### src/rtl/soc_bus_pkg.sv
package soc_bus_pkg;

    // Data bus widths
    localparam int ADDR_W = 32;
    localparam int DATA_W = 32;
    localparam int SEL_W  = DATA_W / 8;
    localparam int DEV_W  = 8;

    typedef logic [ADDR_W-1:0] bus_addr_t;
    typedef logic [DATA_W-1:0] bus_data_t;
    typedef logic [SEL_W-1:0]  bus_sel_t;

    // Device field, address bits 31 to 24
    typedef logic [DEV_W-1:0]  dev_id_t;

    // Device address map
    localparam dev_id_t GPIO_ADDR  = 8'h40;
    localparam dev_id_t UART_ADDR  = 8'h50;
    localparam dev_id_t IRQ_ADDR   = 8'h80;
    localparam dev_id_t TIMER_ADDR = 8'hc0;

endpackage

### src/rtl/soc_periph_pkg.sv
package soc_periph_pkg;

    // Word aligned offset, address bits 3 to 0
    typedef logic [3:0] reg_off_t;

    // RISC-V machine timer value
    typedef logic [63:0] mtime_t;

    // UART transmit sequencing
    typedef enum logic [1:0] {
        IDLE,
        START,
        DATA,
        STOP
    } uart_state_e;

    // Timer registers
    localparam reg_off_t MTIME_LO    = 4'h0;
    localparam reg_off_t MTIME_HI    = 4'h4;
    localparam reg_off_t MTIMECMP_LO = 4'h8;
    localparam reg_off_t MTIMECMP_HI = 4'hc;

    // UART registers
    localparam reg_off_t UART_DATA   = 4'h0;
    localparam reg_off_t UART_STATUS = 4'h4;

    // Interrupt registers
    localparam reg_off_t IRQ_PENDING = 4'h0;
    localparam reg_off_t IRQ_ENABLE  = 4'h4;

endpackage

### src/rtl/dbus_decode.sv
`timescale 1ns/1ps

module dbus_decode (
    input  logic                  ck,
    input  logic                  RESET_LOOP,
    input  logic                  i_cyc,
    input  soc_bus_pkg::bus_addr_t i_adr,
    input  soc_bus_pkg::bus_data_t i_gpio_rdt,
    input  soc_bus_pkg::bus_data_t i_uart_rdt,
    input  soc_bus_pkg::bus_data_t i_irq_rdt,
    input  soc_bus_pkg::bus_data_t i_tim_rdt,
    output logic                  o_gpio_stb,
    output logic                  o_uart_stb,
    output logic                  o_irq_stb,
    output logic                  o_tim_stb,
    output logic                  o_ack,
    output soc_bus_pkg::bus_data_t o_rdt
);
    import soc_bus_pkg::*;

    dev_id_t    dev;
    logic       cyc_q;
    logic       first;
    logic [3:0] hit;
    logic [3:0] dev_q;

    assign dev   = i_adr[ADDR_W-1 -: DEV_W];
    assign first = i_cyc & ~cyc_q;

    // One bit per device: gpio, uart, irq, timer
    assign hit[0] = (dev == GPIO_ADDR);
    assign hit[1] = (dev == UART_ADDR);
    assign hit[2] = (dev == IRQ_ADDR);
    assign hit[3] = (dev == TIMER_ADDR);

    assign o_gpio_stb = first & hit[0];
    assign o_uart_stb = first & hit[1];
    assign o_irq_stb  = first & hit[2];
    assign o_tim_stb  = first & hit[3];

    // Unmapped devices are acked too, so the bus cannot hang
    always_ff @(posedge ck) begin
        if (RESET_LOOP) begin
            cyc_q <= 1'b0;
            o_ack <= 1'b0;
            dev_q <= '0;
        end else begin
            cyc_q <= i_cyc;
            o_ack <= first;
            if (first) begin
                dev_q <= hit;
            end
        end
    end

    // Read word of the device that was strobed, zero outside ack
    always_comb begin
        o_rdt = '0;
        if (o_ack) begin
            o_rdt = ({DATA_W{dev_q[0]}} & i_gpio_rdt)
                  | ({DATA_W{dev_q[1]}} & i_uart_rdt)
                  | ({DATA_W{dev_q[2]}} & i_irq_rdt)
                  | ({DATA_W{dev_q[3]}} & i_tim_rdt);
        end
    end

    a_ack_single: assert property (@(posedge ck) disable iff (RESET_LOOP)
        o_ack |=> !o_ack);

    a_one_stb: assert property (@(posedge ck) disable iff (RESET_LOOP)
        $onehot0({o_tim_stb, o_irq_stb, o_uart_stb, o_gpio_stb}));

endmodule

### src/rtl/gpio_reg.sv
`timescale 1ns/1ps

module gpio_reg (
    input  logic                  ck,
    input  logic                  RESET_LOOP,
    input  logic                  i_stb,
    input  logic                  i_we,
    input  soc_bus_pkg::bus_sel_t  i_sel,
    input  soc_bus_pkg::bus_data_t i_dat,
    output soc_bus_pkg::bus_data_t o_rdt,
    output logic [7:0]            o_gpio
);
    import soc_bus_pkg::*;

    // Port register, loaded through byte lane 0 only
    always_ff @(posedge ck) begin
        if (RESET_LOOP) begin
            o_gpio <= '0;
        end else if (i_stb && i_we && i_sel[0]) begin
            o_gpio <= i_dat[7:0];
        end
    end

    // Read back of the current port value
    always_ff @(posedge ck) begin
        if (i_stb && !i_we) begin
            o_rdt <= bus_data_t'(o_gpio);
        end
    end

endmodule

### src/rtl/mtimer.sv
`timescale 1ns/1ps

module mtimer (
    input  logic                    ck,
    input  logic                    RESET_LOOP,
    input  logic                    i_stb,
    input  logic                    i_we,
    input  soc_periph_pkg::reg_off_t i_off,
    input  soc_bus_pkg::bus_data_t   i_dat,
    output soc_bus_pkg::bus_data_t   o_rdt,
    output logic                    o_irq
);
    import soc_periph_pkg::*;

    mtime_t mtime;
    mtime_t mtimecmp;
    logic   wr;

    assign wr = i_stb & i_we;

    always_ff @(posedge ck) begin
        if (RESET_LOOP) begin
            mtime    <= '0;
            mtimecmp <= '1;
            o_irq    <= 1'b0;
        end else begin
            // A half written by the bus skips the count for that cycle
            if (wr && i_off == MTIME_LO) begin
                mtime[31:0] <= i_dat;
            end else if (wr && i_off == MTIME_HI) begin
                mtime[63:32] <= i_dat;
            end else begin
                mtime <= mtime + 1'b1;
            end

            if (wr && i_off == MTIMECMP_LO) begin
                mtimecmp[31:0] <= i_dat;
            end
            if (wr && i_off == MTIMECMP_HI) begin
                mtimecmp[63:32] <= i_dat;
            end

            o_irq <= (mtime >= mtimecmp);
        end
    end

    // Read word captured on the strobe edge
    always_ff @(posedge ck) begin
        if (i_stb && !i_we) begin
            case (i_off)
                MTIME_LO:    o_rdt <= mtime[31:0];
                MTIME_HI:    o_rdt <= mtime[63:32];
                MTIMECMP_LO: o_rdt <= mtimecmp[31:0];
                MTIMECMP_HI: o_rdt <= mtimecmp[63:32];
                default:     o_rdt <= '0;
            endcase
        end
    end

endmodule

### src/rtl/uart_tx.sv
`timescale 1ns/1ps

module uart_tx #(
    parameter int BAUD_DIV = 16
) (
    input  logic                    ck,
    input  logic                    RESET_LOOP,
    input  logic                    i_stb,
    input  logic                    i_we,
    input  soc_periph_pkg::reg_off_t i_off,
    input  soc_bus_pkg::bus_data_t   i_dat,
    output soc_bus_pkg::bus_data_t   o_rdt,
    output logic                    o_tx,
    output logic                    o_done
);
    import soc_bus_pkg::*;
    import soc_periph_pkg::*;

    localparam int CNT_W = (BAUD_DIV > 1) ? $clog2(BAUD_DIV) : 1;

    uart_state_e      state;
    logic [CNT_W-1:0] baud_cnt;
    logic [2:0]       bit_idx;
    logic [7:0]       shift;
    logic             bit_end;
    logic             busy;
    logic             load;

    assign bit_end = (baud_cnt == CNT_W'(BAUD_DIV - 1));
    assign busy    = (state != IDLE);
    // Writes while a frame is running are dropped
    assign load    = i_stb & i_we & (i_off == UART_DATA) & ~busy;

    always_ff @(posedge ck) begin
        if (RESET_LOOP) begin
            state    <= IDLE;
            baud_cnt <= '0;
            bit_idx  <= '0;
            o_done   <= 1'b0;
        end else begin
            o_done <= 1'b0;
            if (state != IDLE) begin
                baud_cnt <= bit_end ? '0 : baud_cnt + 1'b1;
            end
            case (state)
                IDLE: begin
                    if (load) begin
                        state    <= START;
                        baud_cnt <= '0;
                    end
                end
                START: begin
                    if (bit_end) begin
                        state   <= DATA;
                        bit_idx <= '0;
                    end
                end
                DATA: begin
                    if (bit_end) begin
                        if (bit_idx == 3'd7) begin
                            state <= STOP;
                        end else begin
                            bit_idx <= bit_idx + 1'b1;
                        end
                    end
                end
                STOP: begin
                    if (bit_end) begin
                        state  <= IDLE;
                        o_done <= 1'b1;
                    end
                end
                default: state <= IDLE;
            endcase
        end
    end

    // LSB first
    always_ff @(posedge ck) begin
        if (load) begin
            shift <= i_dat[7:0];
        end else if (state == DATA && bit_end) begin
            shift <= shift >> 1;
        end
    end

    // Line follows the state one cycle later
    always_ff @(posedge ck) begin
        if (RESET_LOOP) begin
            o_tx <= 1'b1;
        end else begin
            case (state)
                START:   o_tx <= 1'b0;
                DATA:    o_tx <= shift[0];
                default: o_tx <= 1'b1;
            endcase
        end
    end

    always_ff @(posedge ck) begin
        if (i_stb && !i_we) begin
            o_rdt <= (i_off == UART_STATUS) ? bus_data_t'(busy) : '0;
        end
    end

    a_start_from_idle: assert property (@(posedge ck) disable iff (RESET_LOOP)
        $rose(state == START) |-> $past(state) == IDLE);

endmodule

### src/rtl/irq_reg.sv
`timescale 1ns/1ps

module irq_reg #(
    parameter int IRQ_WIDTH = 2
) (
    input  logic                    ck,
    input  logic                    RESET_LOOP,
    input  logic                    i_stb,
    input  logic                    i_we,
    input  soc_periph_pkg::reg_off_t i_off,
    input  soc_bus_pkg::bus_data_t   i_dat,
    input  logic [IRQ_WIDTH-1:0]    i_src,
    output soc_bus_pkg::bus_data_t   o_rdt,
    output logic                    o_irq
);
    import soc_bus_pkg::*;
    import soc_periph_pkg::*;

    logic [IRQ_WIDTH-1:0] pending;
    logic [IRQ_WIDTH-1:0] enable;
    logic [IRQ_WIDTH-1:0] clr;

    // Write one to clear
    assign clr = (i_stb && i_we && i_off == IRQ_PENDING) ? i_dat[IRQ_WIDTH-1:0] : '0;

    always_ff @(posedge ck) begin
        if (RESET_LOOP) begin
            pending <= '0;
            enable  <= '0;
            o_irq   <= 1'b0;
        end else begin
            // Clear wins, a source still high sets the bit again next cycle
            pending <= (pending | i_src) & ~clr;
            if (i_stb && i_we && i_off == IRQ_ENABLE) begin
                enable <= i_dat[IRQ_WIDTH-1:0];
            end
            o_irq <= |(pending & enable);
        end
    end

    always_ff @(posedge ck) begin
        if (i_stb && !i_we) begin
            case (i_off)
                IRQ_PENDING: o_rdt <= bus_data_t'(pending);
                IRQ_ENABLE:  o_rdt <= bus_data_t'(enable);
                default:     o_rdt <= '0;
            endcase
        end
    end

    a_irq_cause: assert property (@(posedge ck) disable iff (RESET_LOOP)
        o_irq |-> $past(|(pending & enable)));

endmodule

### src/rtl/periph_top.sv
`timescale 1ns/1ps

module periph_top #(
    parameter int BAUD_DIV  = 16,
    parameter int IRQ_WIDTH = 2
) (
    input  logic                  ck,
    input  logic                  RESET_LOOP,
    input  logic                  i_cyc,
    input  logic                  i_we,
    input  soc_bus_pkg::bus_sel_t  i_sel,
    input  soc_bus_pkg::bus_addr_t i_adr,
    input  soc_bus_pkg::bus_data_t i_dat,
    output soc_bus_pkg::bus_data_t o_rdt,
    output logic                  o_ack,
    output logic [7:0]            o_gpio,
    output logic                  o_tx,
    output logic                  o_irq
);
    import soc_bus_pkg::*;

    logic      gpio_stb;
    logic      uart_stb;
    logic      irq_stb;
    logic      tim_stb;
    bus_data_t gpio_rdt;
    bus_data_t uart_rdt;
    bus_data_t irq_rdt;
    bus_data_t tim_rdt;
    logic      tim_irq;
    logic      uart_done;

    dbus_decode u_decode (
        .ck         (ck),
        .RESET_LOOP (RESET_LOOP),
        .i_cyc      (i_cyc),
        .i_adr      (i_adr),
        .i_gpio_rdt (gpio_rdt),
        .i_uart_rdt (uart_rdt),
        .i_irq_rdt  (irq_rdt),
        .i_tim_rdt  (tim_rdt),
        .o_gpio_stb (gpio_stb),
        .o_uart_stb (uart_stb),
        .o_irq_stb  (irq_stb),
        .o_tim_stb  (tim_stb),
        .o_ack      (o_ack),
        .o_rdt      (o_rdt)
    );

    gpio_reg u_gpio (
        .ck         (ck),
        .RESET_LOOP (RESET_LOOP),
        .i_stb      (gpio_stb),
        .i_we       (i_we),
        .i_sel      (i_sel),
        .i_dat      (i_dat),
        .o_rdt      (gpio_rdt),
        .o_gpio     (o_gpio)
    );

    mtimer u_timer (
        .ck         (ck),
        .RESET_LOOP (RESET_LOOP),
        .i_stb      (tim_stb),
        .i_we       (i_we),
        .i_off      (i_adr[3:0]),
        .i_dat      (i_dat),
        .o_rdt      (tim_rdt),
        .o_irq      (tim_irq)
    );

    uart_tx #(.BAUD_DIV(BAUD_DIV)) u_uart (
        .ck         (ck),
        .RESET_LOOP (RESET_LOOP),
        .i_stb      (uart_stb),
        .i_we       (i_we),
        .i_off      (i_adr[3:0]),
        .i_dat      (i_dat),
        .o_rdt      (uart_rdt),
        .o_tx       (o_tx),
        .o_done     (uart_done)
    );

    // Bit 0 timer, bit 1 UART frame done
    irq_reg #(.IRQ_WIDTH(IRQ_WIDTH)) u_irq (
        .ck         (ck),
        .RESET_LOOP (RESET_LOOP),
        .i_stb      (irq_stb),
        .i_we       (i_we),
        .i_off      (i_adr[3:0]),
        .i_dat      (i_dat),
        .i_src      ({uart_done, tim_irq}),
        .o_rdt      (irq_rdt),
        .o_irq      (o_irq)
    );

endmodule

### config.mk
export PLATFORM = sky130hd
export DESIGN_NAME = periph_top
export DESIGN_NICKNAME = d
export VERILOG_FILES = /design/src/rtl/soc_bus_pkg.sv /design/src/rtl/soc_periph_pkg.sv /design/src/rtl/dbus_decode.sv /design/src/rtl/gpio_reg.sv /design/src/rtl/mtimer.sv /design/src/rtl/uart_tx.sv /design/src/rtl/irq_reg.sv /design/src/rtl/periph_top.sv
export SDC_FILE = /design/constraint.sdc
export NUM_CORES = 1
export LEC_CHECK = 0
export BUFFER_PORTS_ARGS = -buffer_cell sky130_fd_sc_hd__buf_4
export CAP_MARGIN = 20
export CORE_ASPECT_RATIO = 0.7
export CORE_MARGIN = 5
export CORE_UTILIZATION = 35
export CTS_CLUSTER_SIZE = 24
export DETAILED_ROUTE_END_ITERATION = 10
export GPL_ROUTABILITY_DRIVEN = 0
export MAX_ROUTING_LAYER = met4
export SLEW_MARGIN = 30
export SYNTH_ARGS = -nofsm -noshare
export SYNTH_HDL_FRONTEND = slang
export SYNTH_SLANG_ARGS = --single-unit
### constraint.sdc
create_clock -name ck -period 4.75 [get_ports ck]
set_input_delay 0.7125 -clock ck [delete_from_list [all_inputs] [get_ports ck]]
set_output_delay 0.7125 -clock ck [all_outputs]
set_load 0.05 [all_outputs]
== After elaboration in Yosys (flattened, before gate mapping) ==
Cells that the tools add are included.
W data, S select, Z words.
Operators by class
  add/subtract/negate cells: 3
  magnitude comparators: 1
  equality and inequality tests: 19
  multiplexer cells: 25
  bitwise logic cells: 23
  reduce and logical (&&, ||, !) cells: 24
Operators with widths (number)
  $mux W32: 4
  $pmux W32 S4: 1
  $and A32 B32 Y32: 3
  $or A32 B32 Y32: 3
  $add A64 B1 Y64 const B: 1
  $ge A64 B64 Y1: 1
  $and A32 B8 Y32: 1
  $eq A8 B7 Y1 const B: 2
  $eq A8 B8 Y1 const B: 2
  $mux W4: 4
  $mux W8: 2
  $logic_and A1 B1 Y1: 14
  $eq A4 B4 Y1 const B: 3
  $mux W2: 6
  $ne A2 B1 Y1 const B: 6
  $and A1 B1 Y1: 9
  $mux W3: 3
  $pmux W2 S4: 1
  $pmux W3 S2: 1
  $reduce_bool A2 Y1: 3
  $reduce_and A5 Y1: 1
  $add A4 B1 Y4 const B: 1
  $and A2 B2 Y2: 2
  $eq A2 B2 Y1 const B: 2
  16 further kinds: 19
Storage, ports and cells
  register bits after elaboration: 271
  input bits: 72
  output and inout port bits: 43
  word-level logic and storage cells: 118

== Depth between registers and ports, before layout ==
Gate-level depths: netlist of run 1.
  depth in word-level cells: 8
  mapped depth: 9
  mapped depth without buffers: 8

== Hierarchy ==
From an unflattened synthesis of run 1, not the netlist that was laid out.
Unflattened totals
  cells, all modules: 1535
  area total of the unflattened synthesis: 13226.4 sq um
By module, submodules not included
  mtimer: instances 1, cells an instance 1141, area each 9586.7 sq um, seq. area each 3543.4 sq um
  uart_tx: instances 1, cells an instance 122, area each 1221.2 sq um, seq. area each 490.5 sq um
  dbus_decode: instances 1, cells an instance 143, area each 1082.3 sq um, seq. area each 120.1 sq um
  gpio_reg: instances 1, cells an instance 69, area each 793.3 sq um, seq. area each 400.4 sq um
  irq_reg: instances 1, cells an instance 60, area each 543.0 sq um, seq. area each 160.2 sq um

== Least setup slack after synthesis of run 1 ==
Ideal clock, no wire load.
  path type: in2reg
  start point: in i_adr[26]
  end point: reg u_timer.o_rdt[0], enable pin
  setup time: 421 ps
  data arrival time: 2753 ps
  data required time: 4329 ps
  slack: 1576 ps
  cell stages on the path: 3
  buffers on the path: 0
  cells stage by stage: nor4b_2 > nand4_1 > nor2_1
Between the ends
  cells in the longest elaborated chain, start to end: 3
Ends and longest elaborated chain
  start: declaration: RTL line periph_top.sv:12  | input soc_bus_pkg::bus_addr_t i_adr,
  $eq A8 B8 Y1: RTL line dbus_decode.sv:34  | assign hit[3] = (dev == TIMER_ADDR);
  $and A1 B1 Y1: RTL line dbus_decode.sv:39  | assign o_tim_stb = first & hit[3];
  $logic_and A1 B1 Y1: RTL line mtimer.sv:49  | if (i_stb && !i_we) begin
  end signal: assignment: RTL line mtimer.sv:51  | MTIME_LO: o_rdt <= mtime[31:0];
  end signal: assignment: RTL line mtimer.sv:52  | MTIME_HI: o_rdt <= mtime[63:32];
  end signal: assignment: RTL line mtimer.sv:53  | MTIMECMP_LO: o_rdt <= mtimecmp[31:0];
  end: declaration: RTL line mtimer.sv:10  | output soc_bus_pkg::bus_data_t o_rdt,
No other way between the ends.
A chain may end at the register's enable or synchronous reset.

== Worst setup path in the final report of run 1 ==
  start point: reg u_timer.mtime[0]
  end point: reg u_timer.mtime[62]
Between the ends
  cells in the longest elaborated chain, start to end: 2
Ends and longest elaborated chain
  start: declaration: RTL line mtimer.sv:15  | mtime_t mtime;
  start signal: assignment: RTL line mtimer.sv:29  | mtime[31:0] <= i_dat;
  start signal: assignment: RTL line mtimer.sv:33  | mtime <= mtime + 1'b1;
  $add A64 B1 Y64: RTL line mtimer.sv:33
  $mux W32: RTL line mtimer.sv:30  | end else if (wr && i_off == MTIME_HI) begin
No other way between the ends.

==> run summary, run 1 <==
===================================================================================
Port Buffers                                                                     91
Net count reported at finish                                                   1583
Total clock sinks                                                               210
Cell count after placement                                                     1878
Rel. slew slack                                                               39.3%
Warnings from Yosys                                                               0
Total CTS buffers                                                                23
Maximum clock frequency                                                     293 MHz
Die width                                                                    232 um
Pwr per Cell Area                                                       279 mW/mm^2
Hold Worst Slack                                                           0.439 ns
CTS Root Cell                                                          sky130_fd_sc_hd__clkbuf_16
Detailed-route vias per instance                                               5.94
Setup repair after global routing missed its margin                              no
Maximum clock insertion buffer count                                              3
Fraction of synthesis flops using an asynchronous set or reset pin               0%
Post-route DRC violation count                                                    0
Post-synthesis sequential element count                                         210
Critical setup path kind                                                    reg2reg
Worst clock skew                                                          0.0229 ns
Final setup violation count                                                       0
Slowest Stage Delay on Critical Path                                        0.70 ns
Router iterations before antenna repair                                           5
Die footprint                                                           0.0382 mm^2
Syn Std Cell Area                                                       0.0120 mm^2
Crit path time final                                                        3.42 ns
Number of H-tree branching levels                                                 1
Most common cell after layout, fill and taps aside                     sky130_fd_sc_hd__dfxtp_1
Share of layout cells above drive strength 1                                  12.4%
Std-Cell Core Area                                                      0.0337 mm^2
Most used flip-flop cell after synthesis                               sky130_fd_sc_hd__dfxtp_1
Row cnt                                                                          56
Leakage Power                                                               5.53 nW
Share of the synthesized area in the top cell type                            26.5%
Number of maximum-capacitance violations                                          0
Clock network latency to the later pin of the worst-skew pair               0.54 ns
Hold Crit Class                                                              in2reg
Buffer count from post-CTS setup fixing                                           0
Count of placed standard cells in the final layout, fillers left out           1920
Overall via count from detail_route                                           11.4k
Wire length per cell                                                        21.1 um
Overall routed net length                                                  40600 um
Fin. Hold Viols                                                                   0
Via count of the first global-routing pass                                    10.6k
Synthesis-to-layout area growth                                               16.0%
Cells along the critical path                                          ha_1 -> nand3_1 -> nor2_1 -> and4_1 -> nand3_1 -> or4_1 -> a31oi_1
Slowest cell on the critical path                                      sky130_fd_sc_hd__and4_1
Global-route wire length before repair                                     62900 um
Top cell type by total area after synthesis                            sky130_fd_sc_hd__dfxtp_1
Antenna Cells                                                                     0
Pin count of the biggest net entering global routing                             71
Cells taking the most area after synthesis                             sky130_fd_sc_hd__dfxtp_1, sky130_fd_sc_hd__edfxtp_1, sky130_fd_sc_hd__ha_1, sky130_fd_sc_hd__o211ai_1, sky130_fd_sc_hd__a22oi_1
Count of hold buffers inserted by post-cts repair                                 0
Data required time at the worst endpoint                                    5.20 ns
Setup_tns                                                                      0 ns
CP Data Arrival Time                                                        3.87 ns
Maximum ir drop on the vdd rail                                            0.192 mV
Run status                                                             finished clean
Sequential element share of the synthesized area                              39.2%
HPWL after detailed placement                                              28400 um
Worst-Margin Slew                                                          0.908 ns
Critical path fanouts, max                                                       14
Total global routing overflow                                                     0
GRT Resource Usage Total                                                      21.3%
Startpoint types                                                               flop
Cell count after synthesis                                                     1395
Syn avg cell area                                                         8.62 um^2
Starting DRT DRC Count                                                         1247
Register clock-pin slew on the reported worst setup and hold paths          0.07 ns
Max-slew violations                                                               0
Endpoint kind of the worst setup timing path                                   flop
Cell seen most often among critical-path stages                        sky130_fd_sc_hd__nand3_1
Count of distinct cell types in the synthesized netlist                          65
Post-route fraction of the period consumed by the critical path               71.9%
Initial core utilization                                                      35.7%
Antenna Nets Post-Route                                                           0
Antenna violations before repair                                                  0
TritonCTS clock tree                                                            yes
Mapped Nets                                                                    1539
Num ports                                                                       115
Quantity of gates resized following cts                                           0
Highest-count cells in the layout ignoring fill and taps               sky130_fd_sc_hd__dfxtp_1, sky130_fd_sc_hd__nand2_1, sky130_fd_sc_hd__buf_4
Number of synthesized flops with an enable pin                                   51
DIE HEIGHT                                                                   165 um
===================================================================================
power breakdown:
part           switching, mW  internal [mW]
logic                  0.130         0.0749
clock network          0.800           1.03
registers             0.0134           1.83
critical path, delay by kind of cell (launching register included):
kind                       cells  cell delay, ns
and+or+nand+nor                5            2.35
DFF                            1            0.53
adders and majority gates      1            0.30
AOI/OAI and AO/OA              1            0.16
metal layers:
metal / vias to the layer above / GRT usage, % / routed length [um]
li1: 5338 / - / -
met1: 5511 / 32.4 / 20000
met2: 499 / 28.5 / 15900
met3: 53 / 4.85 / 3880
met4: 0 / 4.13 / 690
met5: - / - / 0
cell type report:
type                       instances  area [um^2]
multi-input combinational       1015         6700
clock inverter                    12          103
inverter                          74          278
timing repair buffer             115          913
clock buffer                      30          654
tap                              464          581
fill                            3341        19800
sequential                       210         4710
registers in the layout (all words and copies together) (netlist names), 3 cells and up:
| name | count |
|---|---|
| u_gpio.o_rdt | 8 |
| u_uart.bit_idx | 3 |
| u_decode.dev_q | 4 |
| u_gpio.o_gpio | 8 |
| u_uart.baud_cnt | 4 |
| u_timer.o_rdt | 32 |
| u_timer.mtime | 64 |
| u_timer.mtimecmp | 64 |
| u_uart.shift | 8 |
final timing paths:
| check | start | end | slack [ns] | depth (start not counted) |
|---|---|---|---|---|
| worst max register to register | u_timer.mtime[0] | u_timer.mtime[62] | 1.33 | 7 |
| worst min register to register | u_gpio.o_gpio[3] | u_gpio.o_rdt[3] | 0.47 | 0 |
| worst max-delay path | u_timer.mtime[0] | u_timer.mtime[62] | 1.33 | 7 |
| worst min-delay path | i_dat[19] | u_timer.mtimecmp[51] | 0.44 | 3 |
metrics by stage:
step / instance area (um^2) / worst slack, ns / total power, mW / utilization [%]
after floorplan: 12000 / 1.58 / 1.99 / -
after global placement: 13200 / 0.987 / 2.09 / 39.1
after detailed placement: 13200 / 0.965 / 2.09 / 39.1
after CTS: 13900 / 1.43 / 3.92 / 41.4
after global routing: 13900 / 1.25 / 4.02 / 41.4
final: 13900 / 1.33 / 3.89 / 41.4
kinds of logic after synthesis:
kind of cell | Yosys count | synth area share (%)
fa+ha+maj | 72 | 7.49
mux | 56 | 4.76
xor+xnor | 2 | 0.146
flops | 210 | 39.2
compound gates | 420 | 22.5
simple gates | 465 | 20.4
buf+inv | 170 | 5.45
cells in the mapped netlist, types with 47 or more instances:
master,instances
sky130_fd_sc_hd__dfxtp_1,159
sky130_fd_sc_hd__nand2_1,137
sky130_fd_sc_hd__o21ai_0,95
sky130_fd_sc_hd__o211ai_1,84
sky130_fd_sc_hd__a21oi_1,82
sky130_fd_sc_hd__clkbuf_1,76
sky130_fd_sc_hd__a22oi_1,73
sky130_fd_sc_hd__inv_1,73
sky130_fd_sc_hd__ha_1,72
sky130_fd_sc_hd__nor2_1,61
sky130_fd_sc_hd__nand3_1,58
sky130_fd_sc_hd__and3_1,54
sky130_fd_sc_hd__edfxtp_1,51
sky130_fd_sc_hd__mux2i_1,47
Note: power is estimated with default switching activity, not from simulation.
==> inputs of run 2 (changes only) <==
ABC_AREA = 1   (was default)
clock period = 3.15 ns   (was 4.75 ns; I/O delays follow)
==> run 2 against run 1 <==
  * Routed wire length grew 14%
  * Fmax up 26%
  * Combinational power is 69% higher
==> run summary, run 2 <==
===================================================================================
Register-to-Register Path Depth                                                   9
Cells along the critical path                                          ha_1 -> inv_1 -> nor2_1 -> nand2_1 -> nor2_1 -> nand3_1 -> o21ai_0 -> nand3_1 -> a21oi_1
Hold Crit Class                                                              in2reg
Crit path buf inv count                                                           1
Overall routed net length                                                  46300 um
Cell count after synthesis                                                     1956
Final setup violation count                                                       0
Top cell type by total area after synthesis                            sky130_fd_sc_hd__dfxtp_1
Slack of the worst reg-to-reg path                                          0.45 ns
Startpoint types                                                               flop
Top Family by Delay on Critical Path                                   simple AND/OR/NAND/NOR gates
HPWL after detailed placement                                              34400 um
Total CTS buffers                                                                24
Net count reported at finish                                                   2169
Worst clock skew                                                          0.0120 ns
Initial core utilization                                                      35.3%
Port Buffers                                                                     91
Post-route fraction of the period consumed by the critical path               85.8%
Total global routing overflow                                                     0
Fraction of synthesis flops using an asynchronous set or reset pin               0%
Post-route DRC violation count                                                    0
Rel. slew slack                                                               37.4%
Slowest cell on the critical path                                      sky130_fd_sc_hd__nor2_1
Clock network latency to the later pin of the worst-skew pair               0.53 ns
Quantity of gates resized following cts                                           0
Maximum clock insertion buffer count                                              3
Pre-CTS setup slack                                                        0.632 ns
Run status                                                             finished clean
Cells taking the most area after synthesis                             sky130_fd_sc_hd__dfxtp_1, sky130_fd_sc_hd__nand2_1, sky130_fd_sc_hd__edfxtp_1, sky130_fd_sc_hd__inv_1, sky130_fd_sc_hd__nor2_1
Hold depth                                                                        3
CP Data Arrival Time                                                        3.15 ns
Maximum ir drop on the vdd rail                                            0.284 mV
Mapped Nets                                                                    2100
Number of H-tree branching levels                                                 1
DIE HEIGHT                                                                   172 um
Die footprint                                                           0.0413 mm^2
Most used flip-flop cell after synthesis                               sky130_fd_sc_hd__dfxtp_1
Worst setup margin                                                         0.446 ns
Antenna Nets Post-Route                                                           0
Row cnt                                                                          59
Global-route wire length before repair                                     70800 um
Worst-Margin Slew                                                          0.938 ns
Warnings from Yosys                                                               0
Buffer count from post-CTS setup fixing                                           0
Syn Std Cell Area                                                       0.0131 mm^2
Share of the core filled with cells                                           40.9%
Count of placed standard cells in the final layout, fillers left out           2531
Share of layout cells above drive strength 1                                  8.32%
Cell count after placement                                                     2487
Fill count                                                                     3801
Max-slew violations                                                               0
Most frequent cell after synthesis                                     sky130_fd_sc_hd__nand2_1
Maximum clock frequency                                                     370 MHz
Overall via count from detail_route                                           13.4k
Worst reg2reg startpoint                                               u_timer.mtime[0]
Fin. Hold Viols                                                                   0
TritonCTS clock tree                                                            yes
Source of the worst hold timing path                                          i_cyc
Slowest Stage Delay on Critical Path                                        0.50 ns
Count of hold buffers inserted by post-cts repair                                 0
Critical setup path kind                                                    reg2reg
Reg-to-reg endpoint                                                    u_timer.mtime[34]
Share of the synthesized area in the top cell type                            24.4%
Endpoint kind of the worst setup timing path                                   flop
Number of maximum-capacitance violations                                          0
Sequential element share of the synthesized area                              36.1%
Biggest registers after layout                                         u_timer.mtime: 64 flops, u_timer.mtimecmp: 64 flops, u_timer.o_rdt: 32 flops
Most numerous cell types in the synthesized netlist                    sky130_fd_sc_hd__nand2_1, sky130_fd_sc_hd__inv_1, sky130_fd_sc_hd__nor2_1
Antenna Cells                                                                     0
Die width                                                                    241 um
Count of distinct cell types in the synthesized netlist                          38
Via count of the first global-routing pass                                    12.3k
Router iterations before antenna repair                                           6
Synthesis-to-layout area growth                                               15.8%
Leakage Power                                                               7.31 nW
Most common cell after layout, fill and taps aside                     sky130_fd_sc_hd__nand2_1
Antenna violations before repair                                                  0
CTS Root Cell                                                          sky130_fd_sc_hd__clkbuf_16
Critical path fanouts, max                                                        6
Total power after layout                                                    6.08 mW
Syn avg cell area                                                         6.68 um^2
Pin count of the biggest net entering global routing                             87
Starting DRT DRC Count                                                         1495
Register clock-pin slew on the reported worst setup and hold paths          0.07 ns
Total clock sinks                                                               210
Num ports                                                                       115
Crit path time final                                                        2.70 ns
Wire length per cell                                                        18.3 um
Std-Cell Core Area                                                      0.0370 mm^2
Pwr per Cell Area                                                       402 mW/mm^2
GRT Resource Usage Total                                                      22.4%
Post-synthesis sequential element count                                         210
Detailed-route vias per instance                                               5.30
Setup repair after global routing missed its margin                              no
Number of synthesized flops with an enable pin                                   51
Setup_tns                                                                      0 ns
Sink of the worst hold path                                            u_decode.cyc_q
Data required time at the worst endpoint                                    3.60 ns
Highest-count cells in the layout ignoring fill and taps               sky130_fd_sc_hd__nand2_1, sky130_fd_sc_hd__inv_1, sky130_fd_sc_hd__nor2_1
===================================================================================
run 2: worst max-delay path by stage:
stage                     start  cells after the start                end  slack, ns
6_report       u_timer.mtime[0]                      9  u_timer.mtime[34]       0.45
5_1_grt        u_timer.mtime[2]                     11  u_timer.mtime[35]       0.36
4_1_cts        u_timer.mtime[0]                      9  u_timer.mtime[34]       0.59
3_5_place_dp   u_timer.mtime[0]                      9  u_timer.mtime[34]       0.63
3_3_place_gp   u_timer.mtime[0]                      9  u_timer.mtime[34]       0.66
2_1_floorplan         i_adr[27]                      5   u_timer.o_rdt[0]       0.34
run 2: per-stage QoR:
step | hold WS (ns) | cell area [um^2]
6_report | 0.162 | 15100
5_1_grt | 0.166 | 15100
4_1_cts | 0.152 | 15100
3_5_place_dp | 0.447 | 14300
3_3_place_gp | 0.441 | 14300
2_1_floorplan | 0.422 | 13100
run 2: kinds of logic (layout without fill, tap and decap cells):
kind of cell | after synthesis | after routing | synth area share (%)
AND/OR/NAND/NOR | 972 | 972 | 29.9
XOR/XNOR | 15 | 15 | 1.01
adder cells (fa/ha/maj) | 72 | 72 | 6.90
AO/OA/AOI/OAI | 325 | 325 | 15.5
buffers and inverters | 362 | 449 | 10.6
flip-flops | 210 | 210 | 36.1
run 2: final cells by class:
class | count | area (um^2) | share of cell area (%)
well taps | 488 | 611 | 4.04
inverters | 287 | 1080 | 7.13
flip-flops and latches | 210 | 4710 | 31.2
multi-input cells | 1384 | 6990 | 46.2
clock inverters | 10 | 105 | 0.695
repair buffers | 118 | 898 | 5.94
clock buffers | 34 | 721 | 4.77
run 2: metal layers:
layer	track usage [%]	wire (um)	vias up
li1	-	-	6508
met1	32.2	21300	6260
met2	32.0	18900	552
met3	5.40	5070	89
met4	4.49	959	0
met5	-	0	-
run 2: tightest hold or removal path, cell delays in order:
cell and delay, ns:
sky130_fd_sc_hd__buf_4 0.09, sky130_fd_sc_hd__inv_2 0.03, sky130_fd_sc_hd__nor2_1 0.06
run 2: power breakdown:
part / leakage (nW) / switching (mW) / internal (mW) / total, mW
Combinational: 5.17 / 0.234 / 0.114 / 0.347
Sequential: 1.74 / 0.0196 / 2.77 / 2.79
Clock: 0.401 / 1.18 / 1.76 / 2.94
